<file path="config.mk">
export PLATFORM = sky130hd
export DESIGN_NAME = sd_dma_top
export DESIGN_NICKNAME = d
export VERILOG_FILES = /design/src/common/sd_dma_pkg.sv /design/src/fifo/fifo512_oneshot.sv /design/src/sd_xfer_fsm.sv /design/src/dma_xfer_fsm.sv /design/src/sd_dma_regs.sv /design/src/sd_dma_top.sv
export SDC_FILE = /design/constraint.sdc
export NUM_CORES = 2
export LEC_CHECK = 0
export ABC_CLOCK_PERIOD_IN_PS = 16500
export BUFFER_PORTS_ARGS = -buffer_cell sky130_fd_sc_hd__buf_2
export CAP_MARGIN = 15
export CORE_ASPECT_RATIO = 0.5
export CORE_MARGIN = 3
export CORE_UTILIZATION = 55
export CTS_CLUSTER_DIAMETER = 120
export DETAILED_ROUTE_END_ITERATION = 8
export HOLD_SLACK_MARGIN = 0.1
export PLACE_DENSITY = 0.71
export RECOVER_POWER = 25
export SETUP_SLACK_MARGIN = 0.4
export SYNTH_ARGS = -nofsm -noshare
export SYNTH_HDL_FRONTEND = slang
export SYNTH_SLANG_ARGS = --single-unit
</file>
<file path="constraint.sdc">
create_clock -name clk -period 16.5 [get_ports clk]
set_input_delay 0.825 -clock clk [delete_from_list [all_inputs] [get_ports clk]]
set_output_delay 0.825 -clock clk [all_outputs]
set_load 0.02 [all_outputs]
</file>
<file path="src/common/sd_dma_pkg.sv">
// shared types for the sd dma engine; block length must be a power of two, burst mode absent
`default_nettype none

package sd_dma_pkg;

	////////////////////////////////////////////////////////////
	// widths and sizes

	localparam int DMA_ADDR_W  = 21;                   // sound cpu memory space
	localparam int BLOCK_BYTES = 512;                  // one sd sector
	localparam int FIFO_AW     = $clog2(BLOCK_BYTES);  // fifo array address bits

	typedef logic [7:0]            byte_t;      // data on every bus
	typedef logic [DMA_ADDR_W-1:0] dma_addr_t;  // memory byte address
	typedef logic [FIFO_AW:0]      fifo_ptr_t;  // msb set once a whole block is done
	typedef logic [1:0]            regsel_t;    // ports bus register select

	////////////////////////////////////////////////////////////
	// register map

	localparam regsel_t REG_HAD = 2'd0;  // address bits 20..16
	localparam regsel_t REG_MAD = 2'd1;  // address bits 15..8
	localparam regsel_t REG_LAD = 2'd2;  // address bits 7..0
	localparam regsel_t REG_CST = 2'd3;  // control and status

	localparam int CST_RUN_BIT = 7;  // write 1 starts a block, self clears
	localparam int CST_SNR_BIT = 0;  // 1 send to card, 0 receive from card

	////////////////////////////////////////////////////////////
	// fsm states

	typedef enum logic [2:0] {
		SD_IDLE,
		SD_READ_WAIT,   // waiting on card ready
		SD_READ_STB,    // start exchange, store byte
		SD_WRITE_WAIT,  // waiting on card ready and fifo data
		SD_WRITE_STB    // start exchange, pop byte
	} sd_state_t;

	typedef enum logic [2:0] {
		DMA_IDLE,
		DMA_PUT_WAIT,  // fifo empty, nothing to put
		DMA_PUT_RUN,   // request out, waiting on ack
		DMA_GET_WAIT,  // request out, waiting on ack
		DMA_GET_RUN    // acked, waiting on end
	} dma_state_t;

	typedef struct packed {
		logic go;   // one cycle, together with fifo init
		logic snr;  // direction level
	} xfer_ctrl_t;

	typedef struct packed {
		logic wdone;  // all block bytes written
		logic rdone;  // all block bytes read
		logic empty;  // pointers equal
	} fifo_stat_t;

endpackage

`default_nettype wire

</file>
<file path="src/fifo/fifo512_oneshot.sv">
// one-shot block fifo; needs init before every block, rd_stb while empty or wr_stb after wdone desync it
`timescale 1ns/1ps
`default_nettype none

module fifo512_oneshot
	import sd_dma_pkg::*;
(
	input  logic       clk,
	input  logic       rst_n,
	input  logic       init,    // both pointers back to zero
	input  logic       wr_stb,  // store wd, advance write pointer
	input  logic       rd_stb,  // advance read pointer
	input  byte_t      wd,
	output byte_t      rd,      // byte at read pointer
	output fifo_stat_t stat
);

	byte_t     mem [BLOCK_BYTES];  // sector buffer
	fifo_ptr_t wptr;
	fifo_ptr_t rptr;

	////////////////////////////////////////////////////////////
	// pointers

	always_ff @(posedge clk or negedge rst_n)
	begin
		if (!rst_n)
		begin
			wptr <= '0;
			rptr <= '0;
		end
		else
		begin
			if (init)
				wptr <= '0;
			else if (wr_stb)
				wptr <= wptr + 1'b1;

			if (init)
				rptr <= '0;
			else if (rd_stb)
				rptr <= rptr + 1'b1;
		end
	end

	////////////////////////////////////////////////////////////
	// storage

	always_ff @(posedge clk)
	begin
		if (wr_stb)
			mem[wptr[FIFO_AW-1:0]] <= wd;
	end

	assign rd = mem[rptr[FIFO_AW-1:0]];  // combinational read, valid while not empty

	assign stat.wdone = wptr[FIFO_AW];  // pointer wrapped past the last entry
	assign stat.rdone = rptr[FIFO_AW];
	assign stat.empty = (wptr == rptr);

endmodule

`default_nettype wire

</file>
<file path="src/sd_xfer_fsm.sv">
// sd side sequencer; two cycles per byte at best, sd_rdy must drop on the edge after sd_start
`timescale 1ns/1ps
`default_nettype none

module sd_xfer_fsm
	import sd_dma_pkg::*;
(
	input  logic       clk,
	input  logic       rst_n,
	input  xfer_ctrl_t xfer_ctrl,
	input  fifo_stat_t fifo_stat,
	input  logic       sd_rdy,
	output logic       sd_start,
	output logic       sd_override,
	output logic       fifo_wr_stb,
	output logic       fifo_rd_stb,
	output logic       sd_idle
);

	sd_state_t state;
	sd_state_t next_state;

	always_ff @(posedge clk or negedge rst_n)
	begin
		if (!rst_n)
			state <= SD_IDLE;
		else
			state <= next_state;
	end

	////////////////////////////////////////////////////////////
	// next state

	always_comb
	begin
		next_state = state;  // hold by default
		case (state)
		SD_IDLE:
		begin
			if (xfer_ctrl.go)
				next_state = xfer_ctrl.snr ? SD_WRITE_WAIT : SD_READ_WAIT;
		end
		SD_READ_WAIT:
		begin
			if (fifo_stat.wdone)
				next_state = SD_IDLE;       // whole block stored
			else if (sd_rdy)
				next_state = SD_READ_STB;   // card free, kick next exchange
		end
		SD_READ_STB:
		begin
			next_state = SD_READ_WAIT;
		end
		SD_WRITE_WAIT:
		begin
			if (fifo_stat.rdone)
				next_state = SD_IDLE;       // whole block sent
			else if (sd_rdy && !fifo_stat.empty)
				next_state = SD_WRITE_STB;  // card free and a byte is waiting
		end
		SD_WRITE_STB:
		begin
			next_state = SD_WRITE_WAIT;
		end
		default:
		begin
			next_state = SD_IDLE;
		end
		endcase
	end

	////////////////////////////////////////////////////////////
	// outputs, decoded from state

	assign sd_idle     = (state == SD_IDLE);
	assign sd_override = !sd_idle;  // own the spi module for the whole block
	assign sd_start    = (state == SD_READ_STB) || (state == SD_WRITE_STB);
	assign fifo_wr_stb = (state == SD_READ_STB);   // last received byte into fifo
	assign fifo_rd_stb = (state == SD_WRITE_STB);  // byte on sd_datatosend, pop it

endmodule

`default_nettype wire

</file>
<file path="src/dma_xfer_fsm.sv">
// dma side sequencer; one request outstanding, dma_end must come at least a cycle after dma_ack
`timescale 1ns/1ps
`default_nettype none

module dma_xfer_fsm
	import sd_dma_pkg::*;
(
	input  logic       clk,
	input  logic       rst_n,
	input  xfer_ctrl_t xfer_ctrl,
	input  fifo_stat_t fifo_stat,
	input  logic       dma_ack,
	input  logic       dma_end,
	output logic       dma_req,
	output logic       dma_rnw,
	output logic       fifo_wr_stb,
	output logic       fifo_rd_stb,
	output logic       dma_idle
);

	dma_state_t state;
	dma_state_t next_state;

	always_ff @(posedge clk or negedge rst_n)
	begin
		if (!rst_n)
			state <= DMA_IDLE;
		else
			state <= next_state;
	end

	////////////////////////////////////////////////////////////
	// next state

	always_comb
	begin
		next_state = state;
		case (state)
		DMA_IDLE:
		begin
			if (xfer_ctrl.go)
				next_state = xfer_ctrl.snr ? DMA_GET_WAIT : DMA_PUT_WAIT;
		end
		DMA_PUT_WAIT:
		begin
			if (fifo_stat.rdone)
				next_state = DMA_IDLE;      // block drained to memory
			else if (!fifo_stat.empty)
				next_state = DMA_PUT_RUN;   // card byte available
		end
		DMA_PUT_RUN:
		begin
			if (dma_ack)
				next_state = DMA_PUT_WAIT;  // byte taken, recheck fifo
		end
		DMA_GET_WAIT:
		begin
			if (fifo_stat.wdone)
				next_state = DMA_IDLE;      // block fetched
			else if (dma_ack)
				next_state = DMA_GET_RUN;
		end
		DMA_GET_RUN:
		begin
			if (dma_end)
				next_state = DMA_GET_WAIT;  // read data landed in fifo
		end
		default:
		begin
			next_state = DMA_IDLE;
		end
		endcase
	end

	////////////////////////////////////////////////////////////
	// outputs

	assign dma_idle    = (state == DMA_IDLE);
	assign dma_rnw     = (state == DMA_GET_WAIT) || (state == DMA_GET_RUN);  // low in receive
	assign dma_req     = (state == DMA_PUT_RUN)
	                   || ((state == DMA_GET_WAIT) && !fifo_stat.wdone);     // drops after last ack
	assign fifo_rd_stb = (state == DMA_PUT_RUN) && dma_ack;  // memory samples dma_wd at ack
	assign fifo_wr_stb = (state == DMA_GET_RUN) && dma_end;  // dma_rd valid at end

endmodule

`default_nettype wire

</file>
<file path="src/sd_dma_regs.sv">
// address and control registers; writing run while a block is active restarts the fifo mid block
`timescale 1ns/1ps
`default_nettype none

module sd_dma_regs
	import sd_dma_pkg::*;
(
	input  logic       clk,
	input  logic       rst_n,
	input  byte_t      din,
	output byte_t      dout,
	input  logic       module_select,
	input  logic       write_strobe,
	input  regsel_t    regsel,
	input  logic       dma_ack,
	input  logic       sd_idle,
	input  logic       dma_idle,
	input  fifo_stat_t fifo_stat,
	output dma_addr_t  dma_addr,
	output xfer_ctrl_t xfer_ctrl,
	output logic       fifo_init
);

	logic cst_run;   // block in progress
	logic cst_snr;   // direction
	logic port_wr;
	logic cst_wr;
	logic start;
	logic finish;

	assign port_wr = module_select && write_strobe;
	assign cst_wr  = port_wr && (regsel == REG_CST);
	assign start   = cst_wr && din[CST_RUN_BIT];

	// stale rdone from the last block is still visible during the init cycle
	assign finish  = cst_run && !fifo_init && fifo_stat.rdone && sd_idle && dma_idle;

	assign xfer_ctrl.go  = fifo_init;  // same cycle as fifo clear
	assign xfer_ctrl.snr = cst_snr;

	////////////////////////////////////////////////////////////
	// control and status

	always_ff @(posedge clk or negedge rst_n)
	begin
		if (!rst_n)
		begin
			cst_run   <= 1'b0;
			cst_snr   <= 1'b0;  // receive, leaves card contents alone
			fifo_init <= 1'b0;
		end
		else
		begin
			fifo_init <= start;  // one cycle after the write strobe
			if (cst_wr)
			begin
				cst_run <= din[CST_RUN_BIT];
				cst_snr <= din[CST_SNR_BIT];  // burst bit dropped
			end
			else if (finish)
				cst_run <= 1'b0;  // self clear at block end
		end
	end

	////////////////////////////////////////////////////////////
	// address counter

	always_ff @(posedge clk or negedge rst_n)
	begin
		if (!rst_n)
			dma_addr <= '0;
		else if (dma_ack && cst_run)
			dma_addr <= dma_addr + 1'b1;  // one byte per ack
		else if (port_wr && (regsel == REG_HAD))
			dma_addr[DMA_ADDR_W-1:16] <= din[DMA_ADDR_W-17:0];  // upper din bits dropped
		else if (port_wr && (regsel == REG_MAD))
			dma_addr[15:8] <= din;
		else if (port_wr && (regsel == REG_LAD))
			dma_addr[7:0] <= din;
	end

	// readback, unused bits as zero
	always_comb
	begin
		dout = '0;
		case (regsel)
		REG_HAD: dout = byte_t'(dma_addr[DMA_ADDR_W-1:16]);
		REG_MAD: dout = dma_addr[15:8];
		REG_LAD: dout = dma_addr[7:0];
		REG_CST:
		begin
			dout[CST_RUN_BIT] = cst_run;
			dout[CST_SNR_BIT] = cst_snr;
		end
		endcase
	end

endmodule

`default_nettype wire

</file>
<file path="src/sd_dma_top.sv">
// sd card dma top; sd_rdy must fall on the edge that samples sd_start, dma_end at least a cycle after dma_ack
`timescale 1ns/1ps
`default_nettype none

module sd_dma_top
	import sd_dma_pkg::*;
(
	input  logic      clk,
	input  logic      rst_n,

	// sd spi module
	output logic      sd_start,
	input  logic      sd_rdy,
	input  byte_t     sd_receiveddata,
	output byte_t     sd_datatosend,
	output logic      sd_override,      // takes the spi module away from the cpu

	// ports bus
	input  byte_t     din,
	output byte_t     dout,
	input  logic      module_select,
	input  logic      write_strobe,
	input  regsel_t   regsel,

	// dma sequencer
	output dma_addr_t dma_addr,
	output byte_t     dma_wd,
	input  byte_t     dma_rd,
	output logic      dma_rnw,
	output logic      dma_req,
	input  logic      dma_ack,
	input  logic      dma_end
);

	xfer_ctrl_t xfer_ctrl;    // go pulse and direction
	fifo_stat_t fifo_stat;
	logic       fifo_init;
	logic       sd_idle;
	logic       dma_idle;

	logic       sd_wr_stb;    // receive side fifo push
	logic       sd_rd_stb;    // send side fifo pop
	logic       dma_wr_stb;   // send side fifo push
	logic       dma_rd_stb;   // receive side fifo pop
	logic       fifo_wr_stb;
	logic       fifo_rd_stb;
	byte_t      fifo_wd;
	byte_t      fifo_rd;

	////////////////////////////////////////////////////////////
	// data steering

	assign fifo_wr_stb   = sd_wr_stb | dma_wr_stb;  // only one side active per direction
	assign fifo_rd_stb   = sd_rd_stb | dma_rd_stb;

	assign fifo_wd       = xfer_ctrl.snr ? dma_rd  : sd_receiveddata;
	assign sd_datatosend = xfer_ctrl.snr ? fifo_rd : 8'hff;  // idle ones while reading the card
	assign dma_wd        = fifo_rd;                          // memory only ever takes fifo data

	////////////////////////////////////////////////////////////
	// blocks

	sd_dma_regs u_regs (
		.clk           (clk),
		.rst_n         (rst_n),
		.din           (din),
		.dout          (dout),
		.module_select (module_select),
		.write_strobe  (write_strobe),
		.regsel        (regsel),
		.dma_ack       (dma_ack),
		.sd_idle       (sd_idle),
		.dma_idle      (dma_idle),
		.fifo_stat     (fifo_stat),
		.dma_addr      (dma_addr),
		.xfer_ctrl     (xfer_ctrl),
		.fifo_init     (fifo_init)
	);

	fifo512_oneshot u_fifo (
		.clk    (clk),
		.rst_n  (rst_n),
		.init   (fifo_init),
		.wr_stb (fifo_wr_stb),
		.rd_stb (fifo_rd_stb),
		.wd     (fifo_wd),
		.rd     (fifo_rd),
		.stat   (fifo_stat)
	);

	sd_xfer_fsm u_sd_fsm (
		.clk         (clk),
		.rst_n       (rst_n),
		.xfer_ctrl   (xfer_ctrl),
		.fifo_stat   (fifo_stat),
		.sd_rdy      (sd_rdy),
		.sd_start    (sd_start),
		.sd_override (sd_override),
		.fifo_wr_stb (sd_wr_stb),
		.fifo_rd_stb (sd_rd_stb),
		.sd_idle     (sd_idle)
	);

	dma_xfer_fsm u_dma_fsm (
		.clk         (clk),
		.rst_n       (rst_n),
		.xfer_ctrl   (xfer_ctrl),
		.fifo_stat   (fifo_stat),
		.dma_ack     (dma_ack),
		.dma_end     (dma_end),
		.dma_req     (dma_req),
		.dma_rnw     (dma_rnw),
		.fifo_wr_stb (dma_wr_stb),
		.fifo_rd_stb (dma_rd_stb),
		.dma_idle    (dma_idle)
	);

endmodule

`default_nettype wire

</file>
==> metrics.csv <==
stage,metric,value,unit
global_routing,initial antenna violation count,23,
logic_synthesis,Post-synth top flop,edfxtp_1,
final_layout,Area Growth Syn to Fin,9.667,%
final_layout,ratio of cells with drive above 1 in the final layout,21.15,%
sta,Worst Skew,0.04953,ns
flow_run,maxcap violations,24,
drt,# DRC,0,
clocking,CTS Buf Count,357,
sta,endpoints failing setup,0,
final_layout,nets,7951,
setup_path,CP Data Arrival Time,10.47,ns
floorplanning,Starting Density,55.44,%
clocking,hold_buf cts,1,
power_and_ir_drop,pwr/cell area,161.6,nW/um^2
logic_synthesis,synthesized cell area,161800,um^2
power_and_ir_drop,Clock power frac,28.9,%
setup_path,crit path cell chain,"clkbuf_1, buf_4, buf_4, mux4_2, a22oi_1, a21oi_1, nor4_1, o211ai_1, o32a_1, nand2b_1, buf_2",
setup_path,"delay-heaviest family, CP",buffers and inverters,
clocking,Root Buffer,clkbuf_16,
setup_path,critical path class,reg2out,
floorplanning,Die Ht,389.5,um
power_and_ir_drop,internal power,0.01952,W
floorplanning,die area,301100,um^2
worst_hold_path,hold crit path type,in2reg,
power_and_ir_drop,Logic pwr share,28.6,%
place,GPL Wtd Cong,0.8767,
sta,pins over their slew limit,1700,
power_and_ir_drop,Psw,0.009149,W
drt,DRT antenna net count,0,
place,area post-placement,166400,um^2
setup_path,startpoint type of the worst setup path,flop,
power_and_ir_drop,P_leak,54.30,nW
drt,via count,83570,
drt,WL per Instance,36.15,um
clocking,CTS tree,built,
logic_synthesis,"FF+latch count, synth",4146,
clocking,H-tree levels,5,
drt,DRT iter0 DRCs,13660,
floorplanning,Die Width,773.0,um
clocking,clock transition at the registers of the reported paths,0.07,ns
global_routing,vias in the first global route,80250,
global_routing,total gr overflow,0,
drt,final wirelength,437.9,mm
setup_path,Worst Path Max Fanout,42,
floorplanning,IO Count,82,
global_routing,gr usage total,28.86,%
sta,RSZ-0062 raised after global routing,no,
clocking,CTS resizes,0,
logic_synthesis,library cells used by synthesis,81,
setup_path,WP buf/inv,4,
clocking,# Post-CTS Setup Buffers,0,
logic_synthesis,Synth top area share,76.03,%
status,status,finished with violations,
place,Detail Placement HPWL,257.9,mm
logic_synthesis,post-synth top area cell,edfxtp_1,
logic_synthesis,average cell area after synthesis,20.81,um^2
setup_path,CP max-delay cell,clkbuf_1,
clocking,clk buf depth,4,
sta,setup TNS,0,ns
setup_path,cell mode on critical path,buf_4,
drt,iteration count of the initial detailed-routing pass,6,
setup_path,CP max stage delay,2.69,ns
final_layout,design area,177400,um^2
logic_synthesis,Post-synth EDFFs,4096,
logic_synthesis,largest cells by area after synthesis,"edfxtp_1 76%, mux4_2 13%, mux2i_1 1.9%",
logic_synthesis,"Net Count, Synth",7813,
setup_path,Worst Setup End Kind,output port,
global_routing,largest net degree at the start of global routing,220,
sta,worst-margin pin slew,5.138,ns
sta,Final Hold Fails,0,
power_and_ir_drop,sequential power share,42.5,%
power_and_ir_drop,"IR drop worst, VDD",130.5,uV
logic_synthesis,async set-reset flop share out of synthesis,1.206,%
place,I/O Buffers,81,
power_and_ir_drop,sw frac,31.91,%
setup_path,WP data required,15.67,ns
logic_synthesis,"Seq/Total Area, Yosys",76.80,%
clocking,clock latency at the later pin of the worst-skew pair,0.91,ns
sta,max frequency,0.08851,GHz
sta,clock period minus worst slack,11.30,ns
floorplanning,Site Rows,140,
drt,vias per cell,6.900,
global_routing,first-pass GRT wire length,616.2,mm
clocking,# clock sinks,4146,
sta,Max-slew headroom,-242.5,%
status,failing checks,"max-capacitance violations, max-slew violations",
floorplanning,area of the core,291800,um^2
sta,final period utilization,68.47,%
logic_synthesis,Mapped Cells,7774,
logic_synthesis,Synthesis Warnings,0,
-- logic make-up after synthesis --
kind of cell	synth area share (%)
AO/OA/AOI/OAI	3.471
XOR/XNOR	0.1353
adder cells (fa/ha/maj)	0.04640
buffers and inverters	1.781
flip-flops	76.80
multiplexers	15.02
AND/OR/NAND/NOR	2.746
-- layout make-up --
| class | count | area, um^2 |
|---|---|---|
| Antenna cell | 15 | 37.54 |
| Clock buffer | 443 | 9509 |
| Clock inverter | 196 | 1718 |
| Fill cell | 19890 | 114400 |
| Inverter | 22 | 91.34 |
| Multi-Input combinational cell | 3112 | 34920 |
| Sequential cell | 4146 | 124300 |
| Tap cell | 3905 | 4886 |
| Timing Repair Buffer | 273 | 1988 |
-- layout by cell type (no fill, tap or decap), drive strengths merged, types with 11 or more instances in the layout --
| cell type | count |
|---|---|
| a21oi | 125 |
| a22oi | 226 |
| a221oi | 44 |
| or3 | 12 |
| o22ai | 46 |
| inv | 27 |
| and3 | 11 |
| mux2i | 307 |
| a22o | 39 |
| nand3 | 72 |
| o221ai | 47 |
| mux4 | 921 |
| nor2b | 17 |
| xnor2 | 11 |
| clkinvlp | 12 |
| o211ai | 11 |
| nor2 | 617 |
| a211oi | 41 |
| nor4 | 16 |
| buf | 224 |
| nand4 | 27 |
| mux2 | 43 |
| xor2 | 14 |
| clkbuf | 491 |
| diode | 15 |
| bufinv | 28 |
| nor3 | 25 |
| dfrtp | 50 |
| edfxtp | 4096 |
| a211o | 15 |
| o21ai | 74 |
| clkinv | 151 |
| a31oi | 26 |
| nand2 | 167 |
-- layer usage --
| layer | global-route usage [%] | part of all wire [%] |
|---|---|---|
| met1 | 41.60 | 37 |
| met5 | 0 | 0.011 |
| met3 | 9.819 | 15 |
| met4 | 9.950 | 4.0 |
| met2 | 41.81 | 44 |
-- synthesized netlist by cell type, types with 11 or more instances --
library cell / number
edfxtp_1: 4096
mux4_2: 921
nor2_1: 617
mux2i_1: 307
a22oi_1: 226
clkbuf_1: 222
nand2_1: 167
buf_2: 129
a21oi_1: 125
nand3_1: 72
o21ai_0: 71
buf_6: 63
dfrtp_1: 50
o221ai_1: 47
o22ai_1: 46
a221oi_1: 44
mux2_2: 43
a211oi_1: 41
buf_4: 40
a22o_1: 39
buf_1: 28
nand4_1: 27
a31oi_1: 26
nor3_1: 25
inv_1: 19
nor2b_1: 17
a211o_1: 15
nor4_1: 15
xor2_1: 14
or3_1: 12
and3_1: 11
o211ai_1: 11
xnor2_1: 11
-- per-stage QoR --
stage / total power [W] / worst slack [ns] / std cells / hold WS (ns) / utilization (%)
after global routing: 0.02938 / 4.572 / 12100 / 0.1910 / 60.78
final: 0.02867 / 5.202 / 12110 / 0.2140 / 60.80
after floorplan: 0.01759 / 11.11 / 7774 / 0.5185 / -
after detailed placement: 0.02044 / 8.949 / 11450 / 0.5597 / 57.01
after global placement: 0.02038 / 8.973 / 11450 / 0.5571 / 57.00
after CTS: 0.02856 / 7.958 / 12090 / 0.1591 / 60.86
-- registers in the layout (all words and copies together), names as in the netlist --
| register | cells |
|---|---|
| u_fifo.mem | 4096 |
| u_sd_fsm.state | 3 |
| u_dma_fsm.state | 3 |
| u_fifo.rptr | 10 |
| u_regs.cst_snr | 1 |
| u_fifo.wptr | 10 |
| u_regs.fifo_init | 1 |
| u_regs.cst_run | 1 |
| u_regs.dma_addr | 21 |
-- final timing paths --
kind                                           startpoint                             end  slack (ns)  cells past startpoint
max                            u_fifo.rptr[0]$_DFFE_PN0P_                sd_datatosend[0]        5.20                     11
min                                               dma_end  u_dma_fsm.state[2]$_DFFE_PN0P_        0.21                      2
max reg2reg                    u_regs.cst_snr$_DFFE_PN0P_    u_fifo.mem[162][1]$_DFFE_PP_        6.88                      4
min reg2reg                u_dma_fsm.state[1]$_DFFE_PN0P_  u_dma_fsm.state[1]$_DFFE_PN0P_        0.58                      1
max in group asynchronous                           rst_n      u_fifo.rptr[3]$_DFFE_PN0P_       12.57                      3
min in group asynchronous                           rst_n   u_sd_fsm.state[0]$_DFFE_PN0P_        1.67                      3
-- power groups by stage --
stage | Combinational, W | Sequential, W | Clock, W
2_1_floorplan | 0.00521 | 0.0124 | 0
3_3_place_gp | 0.00802 | 0.0124 | 0
3_5_place_dp | 0.00808 | 0.0124 | 0
4_1_cts | 0.00811 | 0.0121 | 0.00831
5_1_grt | 0.00849 | 0.0122 | 0.00872
6_report | 0.00821 | 0.0122 | 0.00828
(Power assumes the default switching activity.)
